<file path="config.mk">
export PLATFORM = sky130hd
export DESIGN_NAME = controller_top
export DESIGN_NICKNAME = d
export VERILOG_FILES = /design/src/rtl/cnt_pkg.sv /design/src/rtl/cnt_ram.sv /design/src/rtl/ctl_sequencer.sv /design/src/rtl/settings_regs.sv /design/src/rtl/controller_top.sv
export SDC_FILE = /design/constraint.sdc
export NUM_CORES = 2
export LEC_CHECK = 0
export BUFFER_PORTS_ARGS = -buffer_cell sky130_fd_sc_hd__buf_2
export CAP_MARGIN = 0
export CORE_MARGIN = 4
export CORE_UTILIZATION = 45
export CTS_CLUSTER_DIAMETER = 40
export CTS_CLUSTER_SIZE = 16
export DETAILED_ROUTE_END_ITERATION = 7
export PLACE_DENSITY = 0.63
export SYNTH_ARGS = -nofsm -noshare
export SYNTH_HDL_FRONTEND = slang
export SYNTH_SLANG_ARGS = --single-unit
</file>
<file path="constraint.sdc">
create_clock -name CLK -period 4.56 [get_ports CLK]
set_clock_uncertainty 0.05 [all_clocks]
set_input_delay 0 -clock CLK [delete_from_list [all_inputs] [get_ports CLK]]
set_output_delay 0 -clock CLK [all_outputs]
set_load 0.02 [all_outputs]
</file>
<file path="src/rtl/cnt_pkg.sv">
`default_nettype none

package cnt_pkg;

    typedef logic [7:0]  cnt_addr_t;
    typedef logic [15:0] cnt_word_t;

    typedef struct packed {
        logic      we;
        cnt_addr_t addr;
        cnt_word_t data;
    } cnt_req_t;

    typedef struct packed {
        logic      wr;
        logic      rd;
        cnt_addr_t addr;
        cnt_word_t data;
    } host_req_t;

    typedef enum logic [1:0] {
        grp_silencer,
        grp_pulse_width,
        grp_sync
    } settings_group_e;

    typedef struct packed {
        logic            valid;
        settings_group_e group;
        logic [2:0]      idx;
        logic            last;
        cnt_word_t       data;
    } rd_word_t;

    typedef enum logic {
        fixed_completion_steps = 1'b0,
        fixed_update_rate      = 1'b1
    } silencer_mode_e;

    typedef enum logic [3:0] {
        st_idle,
        st_ver_minor,
        st_ver_major,
        st_poll_rd,
        st_poll_wait,
        st_poll_eval,
        st_load_rd,
        st_load_wait0,
        st_load_wait1,
        st_write_back
    } seq_state_e;

    typedef struct packed {
        logic           update;
        silencer_mode_e mode;
        logic [15:0]    update_rate_intensity;
        logic [15:0]    update_rate_phase;
        logic [15:0]    completion_steps_intensity;
        logic [15:0]    completion_steps_phase;
    } silencer_settings_t;

    typedef struct packed {
        logic        update;
        logic [15:0] full_width_start;
    } pulse_width_settings_t;

    typedef struct packed {
        logic        update;
        logic [63:0] ecat_sync_time;
        logic [31:0] ecat_sync_base_cnt;
    } sync_settings_t;

    // status word written back to the host every poll.
    typedef struct packed {
        logic [11:0] reserved;
        logic        stm_cycle_zero;
        logic        stm_segment;
        logic        mod_segment;
        logic        thermo;
    } fpga_state_t;

    localparam cnt_addr_t ADDR_CTL_FLAG         = 8'h00;
    localparam cnt_addr_t ADDR_FPGA_STATE       = 8'h01;
    localparam cnt_addr_t ADDR_VERSION_MINOR    = 8'h02;
    localparam cnt_addr_t ADDR_VERSION_MAJOR    = 8'h03;
    localparam cnt_addr_t ADDR_SILENCER_BASE    = 8'h40;
    localparam cnt_addr_t ADDR_PULSE_WIDTH_BASE = 8'h50;
    localparam cnt_addr_t ADDR_SYNC_BASE        = 8'h60;

    localparam int SILENCER_WORDS    = 5;
    localparam int PULSE_WIDTH_WORDS = 1;
    localparam int SYNC_WORDS        = 6;

    localparam int unsigned CTL_BIT_SILENCER_SET    = 0;
    localparam int unsigned CTL_BIT_PULSE_WIDTH_SET = 1;
    localparam int unsigned CTL_BIT_SYNC_SET        = 2;
    localparam int unsigned CTL_BIT_FORCE_FAN       = 4;
    localparam int unsigned CTL_BIT_GPIO_IN_0       = 8;

    localparam silencer_settings_t SILENCER_DEFAULTS = '{
        update: 1'b0,
        mode: fixed_completion_steps,
        update_rate_intensity: 16'd256,
        update_rate_phase: 16'd256,
        completion_steps_intensity: 16'd10,
        completion_steps_phase: 16'd40
    };

    localparam pulse_width_settings_t PULSE_WIDTH_DEFAULTS = '{
        update: 1'b0,
        full_width_start: 16'd65025
    };

    localparam sync_settings_t SYNC_DEFAULTS = '{
        update: 1'b0,
        ecat_sync_time: 64'd0,
        ecat_sync_base_cnt: 32'd10240
    };

    function automatic cnt_addr_t group_base(settings_group_e grp);
        case (grp)
            grp_pulse_width: return ADDR_PULSE_WIDTH_BASE;
            grp_sync:        return ADDR_SYNC_BASE;
            default:         return ADDR_SILENCER_BASE;
        endcase
    endfunction

    function automatic logic [2:0] group_words(settings_group_e grp);
        case (grp)
            grp_pulse_width: return 3'(PULSE_WIDTH_WORDS);
            grp_sync:        return 3'(SYNC_WORDS);
            default:         return 3'(SILENCER_WORDS);
        endcase
    endfunction

    // mask of the set flag that belongs to a group.
    function automatic cnt_word_t group_flag(settings_group_e grp);
        case (grp)
            grp_pulse_width: return cnt_word_t'(1) << CTL_BIT_PULSE_WIDTH_SET;
            grp_sync:        return cnt_word_t'(1) << CTL_BIT_SYNC_SET;
            default:         return cnt_word_t'(1) << CTL_BIT_SILENCER_SET;
        endcase
    endfunction

endpackage

`default_nettype wire

</file>
<file path="src/rtl/cnt_ram.sv">
`timescale 1ns/1ps
`default_nettype none

module cnt_ram
    import cnt_pkg::*;
(
    input  logic      CLK,
    input  host_req_t host_req,
    output cnt_word_t host_rdata,
    input  cnt_req_t  ctl_req,
    output cnt_word_t ctl_rdata
);

    cnt_word_t mem [256];

    cnt_addr_t host_addr_q;
    cnt_addr_t ctl_addr_q;

    // the controller write comes last so it wins a same-address collision.
    always_ff @(posedge CLK) begin
        if (host_req.wr) begin
            mem[host_req.addr] <= host_req.data;
        end
        if (ctl_req.we) begin
            mem[ctl_req.addr] <= ctl_req.data;
        end
    end

    // registered address and registered output give two cycles of read latency.
    always_ff @(posedge CLK) begin
        if (host_req.rd) begin
            host_addr_q <= host_req.addr;
        end
        host_rdata <= mem[host_addr_q];
    end

    always_ff @(posedge CLK) begin
        ctl_addr_q <= ctl_req.addr;
        ctl_rdata  <= mem[ctl_addr_q];
    end

endmodule

`default_nettype wire

</file>
<file path="src/rtl/ctl_sequencer.sv">
`timescale 1ns/1ps
`default_nettype none

module ctl_sequencer
    import cnt_pkg::*;
#(
    parameter logic [7:0] VERSION_MAJOR = 8'h00,
    parameter logic [7:0] VERSION_MINOR = 8'h00
) (
    input  logic      CLK,
    input  logic      rst_n,
    input  logic      thermo,
    input  logic      mod_segment,
    input  logic      stm_segment,
    input  cnt_word_t stm_cycle,
    output cnt_req_t  ctl_req,
    input  cnt_word_t ctl_rdata,
    output rd_word_t  rd_word,
    output logic      force_fan,
    output logic [3:0] gpio_in
);

    typedef struct packed {
        logic            valid;
        settings_group_e group;
        logic [2:0]      idx;
        logic            last;
    } rd_tag_t;

    seq_state_e      state;
    cnt_word_t       ctl_flags;
    settings_group_e load_grp;
    logic [2:0]      load_idx;
    logic [2:0]      next_idx;
    logic            load_last;
    rd_tag_t         req_tag;
    rd_tag_t         tag_d1;
    rd_tag_t         tag_d2;
    fpga_state_t     status;
    logic            set_pending;
    settings_group_e set_grp;

    always_comb begin
        status                = '0;
        status.thermo         = thermo;
        status.mod_segment    = mod_segment;
        status.stm_segment    = stm_segment;
        status.stm_cycle_zero = (stm_cycle == '0);
    end

    // priority among the set flags is silencer, then pulse width, then sync.
    always_comb begin
        set_pending = 1'b1;
        set_grp     = grp_silencer;
        if (ctl_rdata[CTL_BIT_SILENCER_SET]) begin
            set_grp = grp_silencer;
        end else if (ctl_rdata[CTL_BIT_PULSE_WIDTH_SET]) begin
            set_grp = grp_pulse_width;
        end else if (ctl_rdata[CTL_BIT_SYNC_SET]) begin
            set_grp = grp_sync;
        end else begin
            set_pending = 1'b0;
        end
    end

    assign next_idx  = load_idx + 3'd1;
    assign load_last = (load_idx == group_words(load_grp) - 3'd1);

    // ctl_req and req_tag are loaded together with the state they belong to.
    always_ff @(posedge CLK) begin
        if (!rst_n) begin
            state     <= st_idle;
            ctl_req   <= '0;
            req_tag   <= '0;
            ctl_flags <= '0;
            load_grp  <= grp_silencer;
            load_idx  <= '0;
        end else begin
            ctl_req <= '0;
            req_tag <= '0;
            case (state)
                st_idle: begin
                    ctl_req <= '{we: 1'b1, addr: ADDR_VERSION_MINOR, data: {8'h00, VERSION_MINOR}};
                    state   <= st_ver_minor;
                end
                st_ver_minor: begin
                    ctl_req <= '{we: 1'b1, addr: ADDR_VERSION_MAJOR, data: {8'h00, VERSION_MAJOR}};
                    state   <= st_ver_major;
                end
                st_ver_major, st_write_back: begin
                    ctl_req <= '{we: 1'b0, addr: ADDR_CTL_FLAG, data: '0};
                    state   <= st_poll_rd;
                end
                st_poll_rd: begin
                    state <= st_poll_wait;
                end
                st_poll_wait: begin
                    ctl_req <= '{we: 1'b1, addr: ADDR_FPGA_STATE, data: cnt_word_t'(status)};
                    state   <= st_poll_eval;
                end
                st_poll_eval: begin
                    if (set_pending) begin
                        ctl_flags <= ctl_rdata & ~group_flag(set_grp);
                        load_grp  <= set_grp;
                        load_idx  <= '0;
                        ctl_req   <= '{we: 1'b0, addr: group_base(set_grp), data: '0};
                        req_tag   <= '{valid: 1'b1, group: set_grp, idx: 3'd0,
                                       last: (group_words(set_grp) == 3'd1)};
                        state     <= st_load_rd;
                    end else begin
                        ctl_flags <= ctl_rdata;
                        ctl_req   <= '{we: 1'b0, addr: ADDR_CTL_FLAG, data: '0};
                        state     <= st_poll_rd;
                    end
                end
                st_load_rd: begin
                    if (load_last) begin
                        state <= st_load_wait0;
                    end else begin
                        load_idx <= next_idx;
                        ctl_req  <= '{we: 1'b0, addr: group_base(load_grp) + cnt_addr_t'(next_idx),
                                      data: '0};
                        req_tag  <= '{valid: 1'b1, group: load_grp, idx: next_idx,
                                      last: (next_idx == group_words(load_grp) - 3'd1)};
                    end
                end
                st_load_wait0: begin
                    state <= st_load_wait1;
                end
                st_load_wait1: begin
                    // the last word is on ctl_rdata now, so the flag copy can go back.
                    ctl_req <= '{we: 1'b1, addr: ADDR_CTL_FLAG, data: ctl_flags};
                    state   <= st_write_back;
                end
                default: begin
                    state <= st_idle;
                end
            endcase
        end
    end

    // tags follow the RAM's two cycles of read latency.
    always_ff @(posedge CLK) begin
        if (!rst_n) begin
            tag_d1 <= '0;
            tag_d2 <= '0;
        end else begin
            tag_d1 <= req_tag;
            tag_d2 <= tag_d1;
        end
    end

    assign rd_word = '{valid: tag_d2.valid, group: tag_d2.group, idx: tag_d2.idx,
                       last: tag_d2.last, data: ctl_rdata};

    assign force_fan = ctl_flags[CTL_BIT_FORCE_FAN];
    assign gpio_in   = ctl_flags[CTL_BIT_GPIO_IN_0 +: 4];

endmodule

`default_nettype wire

</file>
<file path="src/rtl/settings_regs.sv">
`timescale 1ns/1ps
`default_nettype none

module settings_regs
    import cnt_pkg::*;
(
    input  logic                  CLK,
    input  logic                  rst_n,
    input  rd_word_t              rd_word,
    output silencer_settings_t    silencer_settings,
    output pulse_width_settings_t pulse_width_settings,
    output sync_settings_t        sync_settings
);

    logic sil_word;
    logic pw_word;
    logic sync_word;

    assign sil_word  = rd_word.valid && (rd_word.group == grp_silencer);
    assign pw_word   = rd_word.valid && (rd_word.group == grp_pulse_width);
    assign sync_word = rd_word.valid && (rd_word.group == grp_sync);

    always_ff @(posedge CLK) begin
        if (!rst_n) begin
            silencer_settings    <= SILENCER_DEFAULTS;
            pulse_width_settings <= PULSE_WIDTH_DEFAULTS;
            sync_settings        <= SYNC_DEFAULTS;
        end else begin
            // update pulses once, the cycle after the last word of the group.
            silencer_settings.update    <= sil_word && rd_word.last;
            pulse_width_settings.update <= pw_word && rd_word.last;
            sync_settings.update        <= sync_word && rd_word.last;

            if (sil_word) begin
                case (rd_word.idx)
                    3'd0: silencer_settings.mode <= silencer_mode_e'(rd_word.data[0]);
                    3'd1: silencer_settings.update_rate_intensity <= rd_word.data;
                    3'd2: silencer_settings.update_rate_phase <= rd_word.data;
                    3'd3: silencer_settings.completion_steps_intensity <= rd_word.data;
                    3'd4: silencer_settings.completion_steps_phase <= rd_word.data;
                    default: ;
                endcase
            end

            if (pw_word) begin
                pulse_width_settings.full_width_start <= rd_word.data;
            end

            // sync time words come first, least significant word first.
            if (sync_word) begin
                case (rd_word.idx)
                    3'd0: sync_settings.ecat_sync_time[15:0] <= rd_word.data;
                    3'd1: sync_settings.ecat_sync_time[31:16] <= rd_word.data;
                    3'd2: sync_settings.ecat_sync_time[47:32] <= rd_word.data;
                    3'd3: sync_settings.ecat_sync_time[63:48] <= rd_word.data;
                    3'd4: sync_settings.ecat_sync_base_cnt[15:0] <= rd_word.data;
                    3'd5: sync_settings.ecat_sync_base_cnt[31:16] <= rd_word.data;
                    default: ;
                endcase
            end
        end
    end

endmodule

`default_nettype wire

</file>
<file path="src/rtl/controller_top.sv">
`timescale 1ns/1ps
`default_nettype none

module controller_top
    import cnt_pkg::*;
#(
    parameter logic [7:0] VERSION_MAJOR = 8'h8c,
    parameter logic [7:0] VERSION_MINOR = 8'h01
) (
    input  logic                  CLK,
    input  logic                  rst_n,
    input  host_req_t             host_req,
    output cnt_word_t             host_rdata,
    input  logic                  thermo,
    input  logic                  mod_segment,
    input  logic                  stm_segment,
    input  cnt_word_t             stm_cycle,
    output silencer_settings_t    silencer_settings,
    output pulse_width_settings_t pulse_width_settings,
    output sync_settings_t        sync_settings,
    output logic                  force_fan,
    output logic [3:0]            gpio_in
);

    cnt_req_t  ctl_req;
    cnt_word_t ctl_rdata;
    rd_word_t  rd_word;

    cnt_ram cnt_ram_i (
        .CLK        (CLK),
        .host_req   (host_req),
        .host_rdata (host_rdata),
        .ctl_req    (ctl_req),
        .ctl_rdata  (ctl_rdata)
    );

    ctl_sequencer #(
        .VERSION_MAJOR (VERSION_MAJOR),
        .VERSION_MINOR (VERSION_MINOR)
    ) ctl_sequencer_i (
        .CLK         (CLK),
        .rst_n       (rst_n),
        .thermo      (thermo),
        .mod_segment (mod_segment),
        .stm_segment (stm_segment),
        .stm_cycle   (stm_cycle),
        .ctl_req     (ctl_req),
        .ctl_rdata   (ctl_rdata),
        .rd_word     (rd_word),
        .force_fan   (force_fan),
        .gpio_in     (gpio_in)
    );

    settings_regs settings_regs_i (
        .CLK                  (CLK),
        .rst_n                (rst_n),
        .rd_word              (rd_word),
        .silencer_settings    (silencer_settings),
        .pulse_width_settings (pulse_width_settings),
        .sync_settings        (sync_settings)
    );

endmodule

`default_nettype wire

</file>
-- After elaboration in Yosys (flattened, before gate mapping)
Memory sizes are Yosys's and may differ from the RTL's. A register that Yosys moved wholly into a read port is not among the register bits.
Cells that the tools add are included.
Widths: inputs -> output; s select.
- order comparisons: 0
- bitwise gates (word level): 2
- reductions and logical operators: 25
- multiplexer cells: 40
- shift-type cells: 0
- divide/modulo/power cells: 0
- eq/ne operators: 26
- $add $sub $neg: 4
- $mul: 0
- operator list (cell ; count):
    $pmux 25 s6 ; 1
    $mux 16 ; 4
    $pmux 4 s9 ; 1
    $mux 3 ; 9
    $mux 24 ; 1
    $mux 8 ; 3
    $pmux 3 s2 ; 4
    $pmux 6 s2 ; 2
    $reduce_and 2->1 ; 12
    $mux 23 ; 1
    $and 16x16->16 ; 1
    $eq 4x3->1 const B ; 4
    $logic_not 16->1 ; 1
    $not 16->16 ; 1
    $mux 7 ; 2
    $pmux 7 s2 ; 1
    $add 8x3->8 ; 1
    $eq 4x2->1 const B ; 2
    $eq 4x4->1 const B ; 2
    $mux 1 ; 7
    $eq 2x1->1 const B ; 3
    $eq 2x2->1 const B ; 3
    $eq 3x1->1 const B ; 2
    $eq 3x2->1 const B ; 2
    other kinds (16) ; 27
- memories: 1
- input bits: 47
- output and inout bits: 201
- ROM bits: 0
- register bits after elaboration: 267
- bits in writable memories: 4096
- latch bits: 0
- memory list (memory ; depth ; width ; read ports ; clocked after memory_dff ; wr ports ; line ; source):
    cnt_ram_i.mem ; 256 ; 16 ; 2 ; 2 ; 2 ; cnt_ram.sv:14 ; cnt_word_t mem [256];

-- Logic depth before layout (Yosys ltp)
- word-level depth: 11
- gate-level depth with buffers: 12
- gate-level depth less buffers: 7

-- By module
Synthesis repeated with hierarchy kept, for this count alone.
- cells, all modules: 16993
- area, all modules: 255550.1 sq um
- modules (own cells, without submodules) (module ; sequential area each (sq um) ; instances ; cells an instance ; area an instance (sq um)):
    cnt_ram ; 124039.0 ; 1 ; 16054 ; 246208.6
    settings_regs ; 3603.5 ; 1 ; 646 ; 6571.3
    ctl_sequencer ; 1381.3 ; 1 ; 293 ; 2770.2

-- Worst setup path before layout
Ideal clock, no wire load.
- kind: reg2reg
- from: reg cnt_ram_i.ctl_addr_q[0]
- to: reg cnt_ram_i.ctl_rdata[0] (read register of cnt_ram_i.mem)
- required time: 4.376 ns
- buffers on the path: 3
- setup slack: 1.689 ns
- data arrival time: 2.687 ns
- cell stages (with the launch flop): 7
- path through: dfxtp_1 clkbuf_1 buf_2 buf_1 mux4_2 mux4_2 mux4_2
- RTL lines (element ; line ; source):
    start: declaration ; cnt_ram.sv:17 ; cnt_addr_t ctl_addr_q;
    start signal: assignment ; cnt_ram.sv:38 ; ctl_addr_q <= ctl_req.addr;
    end: declaration ; cnt_ram.sv:11 ; output cnt_word_t ctl_rdata

==> results.json <==
{
  "endpoint_kind": "register",
  "critPathLaunchType": "register",
  "report.final.slew_viol_count": 0,
  "synth_top_area_share_pct": 65.1,
  "wl_um": 621000,
  "dp_hpwl_um": 395000,
  "hold_violations": 0,
  "path_clk_slew_ps": 60,
  "die_y_um": 657,
  "ir_worst_vdd_uv": 493,
  "totalPowerFinal_mw": 98.8,
  "grt_start_max_net_pins": 150,
  "rrSetupSlack_ps": 70,
  "yosysUniqueCellTypes": 61,
  "status": "completed",
  "netlist_area_mm2": 0.189,
  "powerDensity_mw_per_mm2": 449,
  "timing.rr.start": "cnt_ram_i.host_addr_q[0]$_DFFE_PP_",
  "place_area_mm2": 0.200,
  "clk_latency_ps": 1040,
  "areaGrowthSynthToFinish_pct": 16.2,
  "holdPathStages": 2,
  "reg2reg_depth": 11,
  "cts_tree": "yes",
  "synth_edf_count": 4104,
  "slew-limit-headroom_pct": 9.66,
  "start_util_pct": 45.3,
  "die_w_um": 657,
  "min_to": "cnt_ram_i.mem[109][15]$_DFFE_PP_",
  "cts_buffers": 562,
  "yosys.area.top_type": "edfxtp_1",
  "synth-async-reset-ratio_pct": 0,
  "fin_tns_setup_ps": 0,
  "final_cell_count_no_fill": 17000,
  "wire_per_inst_um": 36.5,
  "core_area_mm2": 0.418,
  "cts.htree.levels": 6,
  "drive_gt1_share_pct": 36.8,
  "detail_route.vias_per_cell": 6.47,
  "critPathKind": "reg -> reg",
  "fmax_mhz": 223,
  "critPathArrivalTime_ps": 5270,
  "nets": 11100,
  "overflow": 0,
  "ant_nets": 0,
  "grt_antenna_before_repair": 50,
  "dp_cells": 15900,
  "ys_seq_elements": 4391,
  "fp.dieArea_mm2": 0.431,
  "p_leak_nw": 71.0,
  "tightest_slew_ps": 1360,
  "cp_max_fo": 33,
  "grt_usage_pct": 28.2,
  "firstDrtPassIters": 8,
  "clockBufferDepth": 4,
  "final_area_mm2": 0.220,
  "worst_slack_ps": 73.0,
  "avgSynthCellArea_um2": 18.2,
  "setup_viol": 0,
  "finalWeightedCongestion": 0.961,
  "place_ws_ps": -231,
  "synth.area.top_cells": "edfxtp_1 (65%), mux4_2 (14%), mux2_2 (6.2%), dfxtp_1 (3.0%), mux2i_1 (2.5%)",
  "maxCapViolCount": 0,
  "timing.rr.end": "cnt_ram_i.host_rdata[6]$_DFF_P_",
  "layout_min_cycle_time_ps": 4490,
  "port_buffers": 247,
  "ys_seq_area_share_pct": 68.1,
  "hp-start": "host_req[15]",
  "vias": 110000,
  "std_cell_rows": 237,
  "syn-num-nets": 10400,
  "first_iter_violations": 16200,
  "min_period_over_period_pct": 98.4,
  "synth_cells": 10400,
  "yosys_most_used_dff": "edfxtp_1",
  "cts_root_buf": "clkbuf_16",
  "ys.warnings.count": 0,
  "hold_slack_ps": 25.7,
  "grt_pass1_wl_um": 863000,
  "hp-class": "in -> reg",
  "grt_pass1_vias": 108000,
  "worstPathRequired_ps": 5340,
  "ios": 248,
  "final_util_pct": 52.7,
  "drc": 0,
  "rsz0062_at_grt": "no",
  "cts_sinks": 4391
}
## per-layer routing
metal | up-vias | wire [um] | part of all wire [%] | GRT usage [%]
met3 | 1257 | 67700 | 11 | 6.25
met5 | - | 105 | 0.017 | 0
met1 | 58000 | 232000 | 37 | 38.3
li1 | 44000 | - | - | -
met4 | 16 | 33600 | 5.4 | 13.0
met2 | 6939 | 288000 | 46 | 43.5
## critical path, cell delays in order, from the launching register on
cell and delay (ps):
edfxtp_1 690, buf_12 330, buf_12 280, mux4_2 580, and2_1 180, a2111oi_1 770
nor3_1 110, buf_4 210, a31oi_1 510, buf_4 270, a211o_1 140, nor4_1 70
## what timing repair did
item,CTS,global route
hold buffers,62,0
endpoints found under the hold margin,4077,0
resized for setup,1,2
setup buffers,5,0
setup endpoints to repair,5,2
## cell type report
cell class / instances / area [um2]
Timing Repair Buffer: 997 / 8190
Tap cell: 5497 / 6880
Inverter: 7 / 33.8
Antenna cell: 37 / 92.6
Fill cell: 32700 / 198000
Clock buffer: 618 / 14600
Sequential cell: 4391 / 129000
Clock inverter: 417 / 4840
Multi-Input combinational cell: 5066 / 56400
## synth_stat cells, types with 97 or more instances
cell type / n
clkbuf_1: 636
a21oi_1: 182
o221ai_1: 104
mux2i_1: 477
nor3_1: 159
buf_1: 97
mux2_2: 1051
a22oi_1: 174
mux4_2: 1156
nor2_1: 379
edfxtp_1: 4104
nand2_1: 475
dfxtp_1: 287
a21boi_0: 182
o22ai_1: 244
## registers in the layout, indices dropped and copies added, names as in the netlist
| signal | cells |
|---|---|
| ctl_sequencer_i.load_idx | 3 |
| ctl_sequencer_i.req_tag | 7 |
| ctl_sequencer_i.load_grp | 2 |
| settings_regs_i.silencer_settings | 66 |
| settings_regs_i.sync_settings | 97 |
| ctl_sequencer_i.ctl_req | 23 |
| cnt_ram_i.ctl_rdata | 16 |
| cnt_ram_i.ctl_addr_q | 6 |
| cnt_ram_i.mem | 4096 |
| ctl_sequencer_i.ctl_flags | 16 |
| cnt_ram_i.host_addr_q | 8 |
| cnt_ram_i.host_rdata | 16 |
| settings_regs_i.pulse_width_settings | 17 |
| ctl_sequencer_i.tag_d1 | 7 |
| ctl_sequencer_i.state | 4 |
| ctl_sequencer_i.rd_word | 7 |
## power by group
group / switching [mW] / internal, mW / total (mW) / leakage (nW)
Sequential: 0.643 / 44.2 / 44.9 / 39.2
Clock: 18.6 / 26.9 / 45.5 / 9.35
Combinational: 5.22 / 3.18 / 8.40 / 22.4
## worst max-delay path by stage
stage,start,to,cells past startpoint
3_5_place_dp,cnt_ram_i.host_addr_q[1]$_DFFE_PP_,cnt_ram_i.host_rdata[8]$_DFF_P_,8
2_1_floorplan,cnt_ram_i.ctl_addr_q[0]$_DFF_P_,cnt_ram_i.ctl_rdata[0]$_DFF_P_,6
5_1_grt,cnt_ram_i.host_addr_q[0]$_DFFE_PP_,cnt_ram_i.host_rdata[13]$_DFF_P_,9
4_1_cts,cnt_ram_i.host_addr_q[0]$_DFFE_PP_,cnt_ram_i.host_rdata[5]$_DFF_P_,11
3_3_place_gp,cnt_ram_i.host_addr_q[1]$_DFFE_PP_,cnt_ram_i.host_rdata[8]$_DFF_P_,8
6_report,cnt_ram_i.host_addr_q[0]$_DFFE_PP_,cnt_ram_i.host_rdata[6]$_DFF_P_,11
## kinds of logic after synthesis
group / synth area share, %
flops: 68.1
xor+xnor: 0.0139
fa+ha+maj: 0.0119
buf+inv: 2.33
compound gates: 4.09
mux: 22.5
simple gates: 2.93
## placed cells by master (no fill, tap or decap), types with 104 or more instances in the layout
cell type and count:
buf_4 609, nand2_1 474, clkbuf_16 572, nor2_1 347
mux4_2 1156, a21boi_0 182, dfxtp_1 267, edfxtp_1 4104
a22oi_1 174, mux2i_1 477, nor3_1 158, mux2_2 1051
o22ai_1 202, a21oi_1 182, o221ai_1 104, buf_2 230
(Power assumes the default switching activity.)
